**config.mk**
```make
export PLATFORM = sky130hd
export DESIGN_NAME = rv_wrapper
export DESIGN_NICKNAME = d
export VERILOG_FILES = /design/src/design/rv_pkg.sv /design/src/design/rv_fetch.sv /design/src/design/rv_decoder.sv /design/src/design/rv_regfile.sv /design/src/design/rv_alu.sv /design/src/design/rv_core.sv /design/src/design/rv_wrapper.sv
export SDC_FILE = /design/constraint.sdc
export NUM_CORES = 2
export LEC_CHECK = 0
export BUFFER_PORTS_ARGS = -buffer_cell sky130_fd_sc_hd__buf_2
export CORE_UTILIZATION = 35
export DETAILED_ROUTE_END_ITERATION = 8
export SLEW_MARGIN = 20
export SYNTH_ARGS = -nofsm -noshare
export SYNTH_HDL_FRONTEND = slang
export SYNTH_HIERARCHICAL = 1
export SYNTH_SLANG_ARGS = --single-unit
```
**constraint.sdc**
```tcl
create_clock -name clk_i -period 5 [get_ports clk_i]
set_input_delay 0 -clock clk_i [delete_from_list [all_inputs] [get_ports clk_i]]
set_output_delay 0 -clock clk_i [all_outputs]
set_load 0.05 [all_outputs]
```
**src/design/rv_pkg.sv**
```systemverilog
`default_nettype none

package rv_pkg;

  // Data and address width of the core
  localparam int unsigned XLEN = 32;

  // Base opcode field, bits [6:0] of the instruction
  typedef enum logic [6:0] {
    OP_LUI    = 7'b0110111,
    OP_IMM    = 7'b0010011,
    OP_REG    = 7'b0110011,
    OP_LOAD   = 7'b0000011,
    OP_STORE  = 7'b0100011,
    OP_BRANCH = 7'b1100011,
    OP_JAL    = 7'b1101111,
    OP_SYSTEM = 7'b1110011
  } opcode_e;

  typedef enum logic [2:0] {
    ALU_ADD,
    ALU_SUB,
    ALU_AND,
    ALU_OR,
    ALU_XOR,
    ALU_SLT
  } alu_op_e;

  typedef enum logic [2:0] {
    S_IDLE,
    S_FETCH,
    S_EXEC,
    S_MEM,
    S_HALT
  } ctrl_state_e;

  typedef struct packed {
    alu_op_e         alu_op;
    logic [4:0]      rs1;
    logic [4:0]      rs2;
    logic [4:0]      rd;
    logic [XLEN-1:0] imm;
    logic            use_imm;
    logic            reg_write;
    logic            is_load;
    logic            is_store;
    logic            is_branch;
    logic            branch_ne;
    logic            is_jal;
    logic            is_lui;
    logic            illegal;
  } decoded_t;

  // Master side of a request/grant/rvalid port
  typedef struct packed {
    logic            req;
    logic            we;
    logic [3:0]      be;
    logic [XLEN-1:0] addr;
    logic [XLEN-1:0] wdata;
  } bus_req_t;

  // Memory side of the same port
  typedef struct packed {
    logic            gnt;
    logic            rvalid;
    logic [XLEN-1:0] rdata;
  } bus_rsp_t;

endpackage

`default_nettype wire

```
**src/design/rv_fetch.sv**
```systemverilog
`timescale 1ns/1ps
`default_nettype none

module rv_fetch import rv_pkg::*; (
  input  logic            clk_i,
  input  logic            arst_n_i,

  input  logic            fetch_start_i,
  input  logic [XLEN-1:0] pc_i,

  // Instruction bus
  output bus_req_t        bus_o,
  input  bus_rsp_t        bus_i,

  output logic            instr_valid_o,
  output logic [31:0]     instr_o
);

  logic            req_q;
  logic            wait_q;
  logic            valid_q;
  logic [XLEN-1:0] addr_q;
  logic [31:0]     instr_q;

  // Request, outstanding and valid flags
  always_ff @(posedge clk_i or negedge arst_n_i) begin
    if (!arst_n_i) begin
      req_q   <= 1'b0;
      wait_q  <= 1'b0;
      valid_q <= 1'b0;
    end else begin
      valid_q <= 1'b0;
      if (fetch_start_i) begin
        req_q  <= 1'b1;
        wait_q <= 1'b0;
      end else if (req_q && bus_i.gnt) begin
        // Request accepted, now wait for the response
        req_q  <= 1'b0;
        wait_q <= 1'b1;
      end else if (wait_q && bus_i.rvalid) begin
        wait_q  <= 1'b0;
        valid_q <= 1'b1;
      end
    end
  end

  // Address and fetched word
  always_ff @(posedge clk_i) begin
    if (fetch_start_i) begin
      addr_q <= pc_i;
    end
    if (wait_q && bus_i.rvalid) begin
      instr_q <= bus_i.rdata;
    end
  end

  // Fetch is read only, full word
  assign bus_o = '{req: req_q, we: 1'b0, be: 4'b1111, addr: addr_q, wdata: '0};

  assign instr_valid_o = valid_q;
  assign instr_o       = instr_q;

endmodule

`default_nettype wire

```
**src/design/rv_decoder.sv**
```systemverilog
`timescale 1ns/1ps
`default_nettype none

module rv_decoder import rv_pkg::*; (
  input  logic [31:0] instr_i,
  output decoded_t    dec_o
);

  opcode_e         opcode;
  logic [2:0]      funct3;
  logic [6:0]      funct7;
  logic [XLEN-1:0] imm_i;
  logic [XLEN-1:0] imm_s;
  logic [XLEN-1:0] imm_b;
  logic [XLEN-1:0] imm_j;
  logic [XLEN-1:0] imm_u;

  assign opcode = opcode_e'(instr_i[6:0]);
  assign funct3 = instr_i[14:12];
  assign funct7 = instr_i[31:25];

  // Sign extended immediates of each format
  assign imm_i = {{20{instr_i[31]}}, instr_i[31:20]};
  assign imm_s = {{20{instr_i[31]}}, instr_i[31:25], instr_i[11:7]};
  assign imm_b = {{19{instr_i[31]}}, instr_i[31], instr_i[7], instr_i[30:25],
                  instr_i[11:8], 1'b0};
  assign imm_j = {{11{instr_i[31]}}, instr_i[31], instr_i[19:12], instr_i[20],
                  instr_i[30:21], 1'b0};
  assign imm_u = {instr_i[31:12], 12'b0};

  always_comb begin
    dec_o        = '0;
    dec_o.alu_op = ALU_ADD;
    dec_o.rs1    = instr_i[19:15];
    dec_o.rs2    = instr_i[24:20];
    dec_o.rd     = instr_i[11:7];

    case (opcode)
      OP_LUI: begin
        dec_o.imm       = imm_u;
        dec_o.is_lui    = 1'b1;
        dec_o.reg_write = 1'b1;
      end
      OP_IMM: begin
        dec_o.imm       = imm_i;
        dec_o.use_imm   = 1'b1;
        dec_o.reg_write = 1'b1;
        case (funct3)
          3'b000:  dec_o.alu_op = ALU_ADD;
          3'b100:  dec_o.alu_op = ALU_XOR;
          3'b110:  dec_o.alu_op = ALU_OR;
          3'b111:  dec_o.alu_op = ALU_AND;
          default: dec_o.illegal = 1'b1;
        endcase
      end
      OP_REG: begin
        dec_o.reg_write = 1'b1;
        case ({funct7, funct3})
          {7'b0000000, 3'b000}: dec_o.alu_op = ALU_ADD;
          {7'b0100000, 3'b000}: dec_o.alu_op = ALU_SUB;
          {7'b0000000, 3'b010}: dec_o.alu_op = ALU_SLT;
          {7'b0000000, 3'b100}: dec_o.alu_op = ALU_XOR;
          {7'b0000000, 3'b110}: dec_o.alu_op = ALU_OR;
          {7'b0000000, 3'b111}: dec_o.alu_op = ALU_AND;
          default:              dec_o.illegal = 1'b1;
        endcase
      end
      OP_LOAD: begin
        // Word access only
        dec_o.imm       = imm_i;
        dec_o.use_imm   = 1'b1;
        dec_o.is_load   = 1'b1;
        dec_o.reg_write = 1'b1;
        dec_o.illegal   = (funct3 != 3'b010);
      end
      OP_STORE: begin
        dec_o.imm      = imm_s;
        dec_o.use_imm  = 1'b1;
        dec_o.is_store = 1'b1;
        dec_o.illegal  = (funct3 != 3'b010);
      end
      OP_BRANCH: begin
        dec_o.imm       = imm_b;
        dec_o.is_branch = 1'b1;
        dec_o.branch_ne = funct3[0];
        // Only BEQ and BNE
        dec_o.illegal   = (funct3[2:1] != 2'b00);
      end
      OP_JAL: begin
        dec_o.imm       = imm_j;
        dec_o.is_jal    = 1'b1;
        dec_o.reg_write = 1'b1;
      end
      // ECALL and any other system instruction stop the core
      OP_SYSTEM: dec_o.illegal = 1'b1;
      default:   dec_o.illegal = 1'b1;
    endcase
  end

endmodule

`default_nettype wire

```
**src/design/rv_regfile.sv**
```systemverilog
`timescale 1ns/1ps
`default_nettype none

module rv_regfile import rv_pkg::*; (
  input  logic            clk_i,
  input  logic            arst_n_i,

  input  logic [4:0]      raddr_a_i,
  input  logic [4:0]      raddr_b_i,
  input  logic [4:0]      waddr_i,
  input  logic            we_i,
  input  logic [XLEN-1:0] wdata_i,

  output logic [XLEN-1:0] rdata_a_o,
  output logic [XLEN-1:0] rdata_b_o
);

  // x1 to x31, x0 has no storage
  logic [XLEN-1:0] regs_q [1:31];

  always_ff @(posedge clk_i or negedge arst_n_i) begin
    if (!arst_n_i) begin
      for (int i = 1; i < 32; i++) begin
        regs_q[i] <= '0;
      end
    end else if (we_i && (waddr_i != 5'd0)) begin
      regs_q[waddr_i] <= wdata_i;
    end
  end

  assign rdata_a_o = (raddr_a_i == 5'd0) ? '0 : regs_q[raddr_a_i];
  assign rdata_b_o = (raddr_b_i == 5'd0) ? '0 : regs_q[raddr_b_i];

endmodule

`default_nettype wire

```
**src/design/rv_alu.sv**
```systemverilog
`timescale 1ns/1ps
`default_nettype none

module rv_alu import rv_pkg::*; (
  input  alu_op_e         op_i,
  input  logic [XLEN-1:0] a_i,
  input  logic [XLEN-1:0] b_i,
  output logic [XLEN-1:0] result_o,
  output logic            equal_o
);

  logic less_signed;

  assign less_signed = $signed(a_i) < $signed(b_i);

  always_comb begin
    case (op_i)
      ALU_ADD: result_o = a_i + b_i;
      ALU_SUB: result_o = a_i - b_i;
      ALU_AND: result_o = a_i & b_i;
      ALU_OR:  result_o = a_i | b_i;
      ALU_XOR: result_o = a_i ^ b_i;
      ALU_SLT: result_o = {{(XLEN-1){1'b0}}, less_signed};
      default: result_o = '0;
    endcase
  end

  // Branch compare, independent of op_i
  assign equal_o = (a_i == b_i);

endmodule

`default_nettype wire

```
**src/design/rv_core.sv**
```systemverilog
`timescale 1ns/1ps
`default_nettype none

module rv_core import rv_pkg::*; (
  input  logic            clk_i,
  input  logic            arst_n_i,
  input  logic            fetch_enable_i,
  input  logic [XLEN-1:0] boot_addr_i,

  output bus_req_t        instr_req_o,
  input  bus_rsp_t        instr_rsp_i,

  output bus_req_t        data_req_o,
  input  bus_rsp_t        data_rsp_i,

  output logic            core_sleep_o
);

  ctrl_state_e     state_q;
  ctrl_state_e     state_d;
  logic [XLEN-1:0] pc_q;
  logic [XLEN-1:0] pc_plus4;
  logic [XLEN-1:0] pc_next;
  logic [XLEN-1:0] fetch_pc;
  logic            fetch_start;
  logic            instr_valid;
  logic [31:0]     instr;
  decoded_t        dec;
  logic [XLEN-1:0] rs1_data;
  logic [XLEN-1:0] rs2_data;
  logic [XLEN-1:0] alu_b;
  logic [XLEN-1:0] alu_result;
  logic            alu_equal;
  logic            branch_taken;
  logic            is_mem;
  logic            mem_start;
  logic            rf_we;
  logic [XLEN-1:0] rf_wdata;
  logic            data_req_q;
  logic            data_we_q;
  logic [XLEN-1:0] data_addr_q;
  logic [XLEN-1:0] data_wdata_q;

  rv_fetch u_fetch (
    .clk_i         (clk_i),
    .arst_n_i      (arst_n_i),
    .fetch_start_i (fetch_start),
    .pc_i          (fetch_pc),
    .bus_o         (instr_req_o),
    .bus_i         (instr_rsp_i),
    .instr_valid_o (instr_valid),
    .instr_o       (instr)
  );

  rv_decoder u_decoder (
    .instr_i (instr),
    .dec_o   (dec)
  );

  rv_regfile u_regfile (
    .clk_i     (clk_i),
    .arst_n_i  (arst_n_i),
    .raddr_a_i (dec.rs1),
    .raddr_b_i (dec.rs2),
    .waddr_i   (dec.rd),
    .we_i      (rf_we),
    .wdata_i   (rf_wdata),
    .rdata_a_o (rs1_data),
    .rdata_b_o (rs2_data)
  );

  assign alu_b = dec.use_imm ? dec.imm : rs2_data;

  rv_alu u_alu (
    .op_i     (dec.alu_op),
    .a_i      (rs1_data),
    .b_i      (alu_b),
    .result_o (alu_result),
    .equal_o  (alu_equal)
  );

  // Next PC selection
  assign pc_plus4     = pc_q + 32'd4;
  assign branch_taken = dec.is_branch && (alu_equal ^ dec.branch_ne);
  assign pc_next      = (dec.is_jal || branch_taken) ? pc_q + dec.imm : pc_plus4;
  assign fetch_pc     = (state_q == S_IDLE) ? boot_addr_i : pc_next;
  assign is_mem       = dec.is_load || dec.is_store;

  // Register write data
  always_comb begin
    if (dec.is_load) begin
      rf_wdata = data_rsp_i.rdata;
    end else if (dec.is_jal) begin
      rf_wdata = pc_plus4;
    end else if (dec.is_lui) begin
      rf_wdata = dec.imm;
    end else begin
      rf_wdata = alu_result;
    end
  end

  // Controller
  always_comb begin
    state_d     = state_q;
    fetch_start = 1'b0;
    mem_start   = 1'b0;
    rf_we       = 1'b0;
    case (state_q)
      S_IDLE: begin
        if (fetch_enable_i) begin
          fetch_start = 1'b1;
          state_d     = S_FETCH;
        end
      end
      S_FETCH: begin
        if (instr_valid) begin
          state_d = S_EXEC;
        end
      end
      S_EXEC: begin
        if (dec.illegal) begin
          state_d = S_HALT;
        end else if (is_mem) begin
          mem_start = 1'b1;
          state_d   = S_MEM;
        end else begin
          // Retire and fetch the next instruction
          rf_we       = dec.reg_write;
          fetch_start = 1'b1;
          state_d     = S_FETCH;
        end
      end
      S_MEM: begin
        // Response only counts once the request has been granted
        if (!data_req_q && data_rsp_i.rvalid) begin
          rf_we       = dec.is_load;
          fetch_start = 1'b1;
          state_d     = S_FETCH;
        end
      end
      S_HALT:  state_d = S_HALT;
      default: state_d = S_HALT;
    endcase
  end

  always_ff @(posedge clk_i or negedge arst_n_i) begin
    if (!arst_n_i) begin
      state_q    <= S_IDLE;
      pc_q       <= '0;
      data_req_q <= 1'b0;
      data_we_q  <= 1'b0;
    end else begin
      state_q <= state_d;
      if (fetch_start) begin
        pc_q <= fetch_pc;
      end
      if (mem_start) begin
        data_req_q <= 1'b1;
        data_we_q  <= dec.is_store;
      end else if (data_req_q && data_rsp_i.gnt) begin
        data_req_q <= 1'b0;
      end
    end
  end

  // Load/store address and store data, rs1 plus imm
  always_ff @(posedge clk_i) begin
    if (mem_start) begin
      data_addr_q  <= alu_result;
      data_wdata_q <= rs2_data;
    end
  end

  assign data_req_o = '{req:   data_req_q,
                        we:    data_we_q,
                        be:    4'b1111,
                        addr:  data_addr_q,
                        wdata: data_wdata_q};

  assign core_sleep_o = (state_q == S_HALT);

endmodule

`default_nettype wire

```
**src/design/rv_wrapper.sv**
```systemverilog
`timescale 1ns/1ps
`default_nettype none

module rv_wrapper import rv_pkg::*; (
  input  logic            clk_i,
  input  logic            arst_n_i,
  input  logic            fetch_enable_i,
  input  logic [XLEN-1:0] boot_addr_i,

  // Instruction memory port
  output logic            instr_req_o,
  input  logic            instr_gnt_i,
  input  logic            instr_rvalid_i,
  output logic [XLEN-1:0] instr_addr_o,
  input  logic [XLEN-1:0] instr_rdata_i,

  // Data memory port
  output logic            data_req_o,
  input  logic            data_gnt_i,
  input  logic            data_rvalid_i,
  output logic            data_we_o,
  output logic [3:0]      data_be_o,
  output logic [XLEN-1:0] data_addr_o,
  output logic [XLEN-1:0] data_wdata_o,
  input  logic [XLEN-1:0] data_rdata_i,

  output logic            core_sleep_o
);

  bus_req_t instr_req;
  bus_rsp_t instr_rsp;
  bus_req_t data_req;
  bus_rsp_t data_rsp;

  assign instr_rsp = '{gnt: instr_gnt_i, rvalid: instr_rvalid_i, rdata: instr_rdata_i};
  assign data_rsp  = '{gnt: data_gnt_i, rvalid: data_rvalid_i, rdata: data_rdata_i};

  // Fetch never writes, so only req and addr leave the instruction port
  assign instr_req_o  = instr_req.req;
  assign instr_addr_o = instr_req.addr;

  assign data_req_o   = data_req.req;
  assign data_we_o    = data_req.we;
  assign data_be_o    = data_req.be;
  assign data_addr_o  = data_req.addr;
  assign data_wdata_o = data_req.wdata;

  rv_core u_core (
    .clk_i          (clk_i),
    .arst_n_i       (arst_n_i),
    .fetch_enable_i (fetch_enable_i),
    .boot_addr_i    (boot_addr_i),
    .instr_req_o    (instr_req),
    .instr_rsp_i    (instr_rsp),
    .data_req_o     (data_req),
    .data_rsp_i     (data_rsp),
    .core_sleep_o   (core_sleep_o)
  );

endmodule

`default_nettype wire

```
== After elaboration in Yosys (flattened, before gate mapping) ==
Index checks and enable logic that the tools add are counted.
Storage, ports and cells
  output and inout port bits: 104
  flip-flop bits (word level): 1160
Cells by class
  magnitude comparators: 5
  reductions and logical operators: 29
  equality and inequality tests: 29
  multiplexer cells: 60
  add/subtract/negate cells: 4
  bitwise logic cells: 7
Operators with widths (number)
  992-bit bitwise mux: 1
  32-bit 2-to-1 mux: 13
  32-bit binary-select mux with 5-bit select: 2
  32-bit case mux with 6 select lines: 1
  32-bit demux with 5-bit select: 1
  32-bit case mux with 5 select lines: 1
  32-bit adder: 2
  32-bit by 3-bit adder with 32-bit output, second input constant: 1
  32-bit AND: 1
  32-bit equality test: 1
  32-bit less-than comparator: 1
  32-bit OR: 1
  32-bit subtractor: 1
  32-bit bitwise XOR: 1
  10-bit by 3-bit equality test with 1-bit output, second input constant: 3
  1-bit 2-to-1 mux: 28
  7-bit by 6-bit equality test with 1-bit output, second input constant: 3
  3-bit equality test, second input constant: 6
  6-bit greater-or-equal comparator, second input constant: 3
  5-bit inverter with 6-bit output: 3
  3-bit case mux with 5 select lines: 1
  7-bit equality test, second input constant: 2
  3-bit by 2-bit equality test with 1-bit output, second input constant: 4
  3-bit 2-to-1 mux: 4
  other kinds (32): 49

== Depth between registers and ports, before layout ==
  depth after elaboration: 12
  mapped depth: 28
  gate-level depth less buffers: 21

== Cells and area by module ==
Netlist, hierarchy kept.
Modules (own cells, without submodules)
  rv_regfile: cells each 3612, times used 1, seq. area each 24823.8 um^2, area each 53491.3 um^2
  rv_core: cells each 878, times used 1, seq. area each 2847.7 um^2, area each 7798.7 um^2
  rv_alu: cells each 841, times used 1, seq. area each 0.0 um^2, area each 5372.7 um^2
  rv_fetch: cells each 114, times used 1, seq. area each 1996.9 um^2, area each 2333.5 um^2
  rv_decoder: cells each 125, times used 1, seq. area each 0.0 um^2, area each 830.8 um^2

== Worst setup path before layout ==
Ideal clock, no wire load.
  path type: register to register
  start point: register u_core.u_fetch.instr_q[3] (netlist: u_core/u_fetch/instr_o[3])
  end point: register u_core/u_regfile/regs_q[927] (netlist bit)
  path slack: -0.440 ns
  arrival time: 5.316 ns
  stages on the path, launching flop included: 26
  path buffers: 6
  period minus slack after synthesis: 5.440 ns
  setup time: 0.125 ns
  cell sequence: edfxtp_1 buf_6 or4_1 buf_2 a21oi_1 clkbuf_1 buf_1 mux2_2 inv_1 ha_1 buf_2 or3_1 or3_1 nor3_1 o21ai_1 a31oi_1 o21a_1 o21ai_0 mux2i_1 a21o_1 nor2b_1 a211oi_1 a211oi_1 a21o_1 clkbuf_1 mux2_2
RTL lines
  start: declaration: RTL line rv_fetch.sv:23  | logic [31:0] instr_q;
  start signal: assignment: RTL line rv_fetch.sv:53  | instr_q <= bus_i.rdata;
  end signal: indexed assignment: RTL line rv_regfile.sv:27  | regs_q[waddr_i] <= wdata_i;
  end: declaration: RTL line rv_regfile.sv:19  | logic [XLEN-1:0] regs_q [1:31];

== Final worst setup path ==
  start point: register u_core.u_fetch.instr_q[20] (netlist: u_core/u_fetch/instr_o[20])
  end point: register u_core/u_regfile/regs_q[416] (netlist bit)
Between the ends
  cells in the longest elaborated chain, start to end: 12
  elaborated cells between the ends (all ways): 19
  classes of those cells: 2 x add/sub; 1 x order compare; 11 x mux; 4 x bitwise; 1 x reduce/logical
RTL lines
  5-bit inverter with 6-bit output (not written as such): RTL line rv_regfile.sv:32  | assign rdata_b_o = (raddr_b_i == 5'd0) ? '0 : regs_q[raddr_b_i];
  32-bit binary-select mux with 5-bit select: RTL line rv_regfile.sv:32
  32-bit 2-to-1 mux (not written as such) (2 in a row): RTL line rv_regfile.sv:32
  32-bit 2-to-1 mux (*): RTL line rv_regfile.sv:32
  net u_core.rs2_data[20]: RTL line rv_core.sv:30  | logic [XLEN-1:0] rs2_data;
  32-bit 2-to-1 mux (*): RTL line rv_core.sv:72  | assign alu_b = dec.use_imm ? dec.imm : rs2_data;
  net u_core.alu_b[20]: RTL line rv_core.sv:31  | logic [XLEN-1:0] alu_b;
  32-bit less-than comparator (*): RTL line rv_alu.sv:14  | assign less_signed = $signed(a_i) < $signed(b_i);
  32-bit case mux with 6 select lines (*): RTL line rv_alu.sv:17  | case (op_i)
  net u_core.alu_result[0]: RTL line rv_core.sv:32  | logic [XLEN-1:0] alu_result;
  32-bit 2-to-1 mux (*): RTL line rv_core.sv:95  | end else if (dec.is_lui) begin
  32-bit 2-to-1 mux (*): RTL line rv_core.sv:93  | end else if (dec.is_jal) begin
  32-bit 2-to-1 mux (*): RTL line rv_core.sv:91  | if (dec.is_load) begin
  net u_core.rf_wdata[0]: RTL line rv_core.sv:38  | logic [XLEN-1:0] rf_wdata;
  992-bit bitwise mux (*): RTL line rv_regfile.sv:27
Mark *: on every way through the listed nets, which the timed path passes. The rest lies on a longest branch. The select of a mux whose other input is x is not followed.
A chain may end at the register's enable or synchronous reset.

==> results.md <==
* Syn Inst Count at 5531
* Tot Pwr at between 20 and 30 mW
* Peak Freq at between 0.15 and 0.2 GHz
* Total grt overflow at 0
* Met2 Use GR at 0.428
* Area after DPL at just over 80000 um^2
* Area growth syn-to-layout at 30.5%
* Total power divided by cell area at between 300 and 400 nW/um^2
* Fin cells at approximately 9500
* R2r endpoint: u_core/u_regfile/regs_q[416]
* Syn Area/Cell at around 13 um^2
* Global-route wire length before repair at a little under 400 mm
* Final cell utilization of the core at 0.460
* Reg2Reg Setup Slack at -1.13 ns
* Post-Place Cells at about 9000
* Final Hold Viols at 0
* H-tree depth at 4
* Clk sinks at about 1200
* Reg2Reg Depth at 30
* DRT iter0 DRCs at 5675
* Buf/Inv on CP at 11
* Worst slew margin at 0.218
* Failing checks: negative setup slack
* Initial antenna violation count at 8
* Detail Placement HPWL at roughly 190 mm
* Pre-CTS setup slack at -1.48 ns
* Final Net Count at 6988
* Most Crowded Layer GR: met2
* Max-Cap Viols at 0
* Design area at between 90000 and 100000 um^2
* DRT Wirelength at 273 mm
* Crit path required time at between 5 and 6 ns
* Pin count of the biggest net entering global routing at about 170
* Die footprint at ~200000 um^2
* Setup TNS at -711.21 ns
* Worst setup SP type: flip-flop
* Initial core utilization at 0.352
* Remaining DRCs at 0
* Period utilization at 1.23
* Share of cells above drive strength 1 at 0.500
* HP Class: in -> async
* Final count of pins violating max slew at 0
* Unrepaired setup endpoints after global routing: yes
* Hold slack at roughly 0.023 ns
* Root buffer cell: clkbuf_16
* Crit path kind: reg -> reg
* Met3 Use GR at 0.0418
* Rows at 163
* GRT Resource Usage Total at 0.267
* Buffer depth of the longest clock path at 3
* Final min period at around 6.1 ns
* Leakage at 42.1 nW
* Post-synthesis cell area at between 60000 and 70000 um^2
* Slowest CP cell: or4_4
* Worst-Skew Late Latency at 0.82 ns
* Crit path max fanout at 8
* CP top delay family: buffers and inverters
* CP Data Arrival Time at ~6.8 ns
* Core area at between 150000 and 200000 um^2
* Status: finished, violations left
* RR Startpoint: u_core/u_fetch/instr_o[20]
* Die Wd at ~450 um
* Pre-Repair DR Iteration Count at 8
* Clock slew at reported path FFs at ~0.060 ns
* Endpoint class of the critical path: flip-flop
* Drt via density at 5.87
* CTS tree: done
* VDD IR max at about 0.33 mV
* IO buf count at slightly above 200
* GRT met1 Usage at 0.352
* Boundary pin count at ~210
* GP Congestion at around 0.97
* Die H at 448 um
* Clock Skews at 0.0468 ns
* Vias in the first global route at about 56000
* CTS Buf Count at 131
* Worst-Margin Slew at approximately 1.2 ns
* Post-detailed-route count of antenna-violating nets at 0
* Average wire per standard cell at about 29 um
* Vias at ~56000
* Final WS setup at -1.13 ns
* Max incr delay on CP at 0.56 ns
* Final setup vio count at 974
* Yosys warns at 6
* Fill cell count at ~18000
-- what timing repair did --
| item | in CTS | in global routing |
|---|---|---|
| endpoints found under the setup margin | 979 | 1047 |
| pin swaps | 45 | 37 |
| hold endpoints to repair | 1628 | 0 |
| cloned | 13 | 3 |
| hold buffers | 137 | 0 |
| buffers inserted | 35 | 28 |
| resized for setup | 133 | 98 |
-- flip-flops by register name (all words and copies together) (netlist names) --
name and cells:
u_core/u_fetch/instr_o 32, u_core/pc_q 32, u_core/data_addr_q 32, u_core/u_fetch/wait_q 1
u_core/u_fetch/addr_q 32, u_core/u_regfile/regs_q 992, u_core/data_wdata_q 32, u_core/u_fetch/req_q 1
u_core/data_we_q 1, u_core/u_fetch/instr_valid_o 1, u_core/data_req_q 1, u_core/state_q 3
-- how the worst max path moves through the flow --
stage,from,endpoint,slack [ns],cells past startpoint
2_1_floorplan,u_core/u_fetch/instr_o[20],u_core/u_regfile/regs_q[575],-0.19,27
3_5_place_dp,u_core/u_fetch/instr_o[20],u_core/u_regfile/regs_q[320],-1.48,26
4_1_cts,u_core/u_fetch/instr_o[20],u_core/u_regfile/regs_q[319],-0.98,27
6_report,u_core/u_fetch/instr_o[20],u_core/u_regfile/regs_q[416],-1.13,30
3_3_place_gp,u_core/u_fetch/instr_o[20],u_core/u_regfile/regs_q[96],-1.47,26
5_1_grt,u_core/u_fetch/instr_o[20],u_core/u_regfile/regs_q[416],-1.22,28
-- final cells by class --
class | count | area, um^2 | area share
sequential | 1160 | 29700 | 0.327
inverter | 133 | 517 | 0.00569
timing repair buffer | 1610 | 14600 | 0.161
clock inverter | 53 | 589 | 0.00649
antenna | 2 | 5.00 | 0.0000552
tap | 2640 | 3300 | 0.0364
multi-input combinational | 3713 | 38300 | 0.422
clock buffer | 181 | 3770 | 0.0416
-- power breakdown --
| part | switching [mW] | internal, mW |
|---|---|---|
| clock network | 4.21 | 5.77 |
| registers | 0.287 | 9.83 |
| logic | 4.57 | 3.26 |
-- layer usage --
layer,routed length [um],part of all wire,up-vias
met5,59,0.00022,-
met4,14700,0.054,8
met3,19700,0.072,633
met2,126000,0.46,2521
met1,112000,0.41,29090
li1,-,-,23463
-- tightest hold or removal path, stage by stage --
cell and delay (ns):
dlygate4sd3_1 0.56, buf_8 0.29, buf_16 0.30
-- cell usage in the layout, fill, tap and decap left out, drive strengths merged, types with 38 or more instances in the layout --
| master | n |
|---|---|
| nor2 | 193 |
| a221oi | 58 |
| nand2 | 221 |
| edfxtp | 128 |
| a22oi | 111 |
| a21oi | 176 |
| and3 | 38 |
| mux2 | 1132 |
| dlygate4sd3 | 136 |
| ha | 133 |
| a21o | 48 |
| mux2i | 296 |
| mux4 | 377 |
| inv | 142 |
| clkbuf | 186 |
| o211ai | 52 |
| nor3 | 62 |
| dfrtp | 1032 |
| xnor2 | 38 |
| nor2b | 66 |
| o21ai | 147 |
| buf | 1464 |
| nand3 | 46 |
Power figures use the tool's default switching activity.
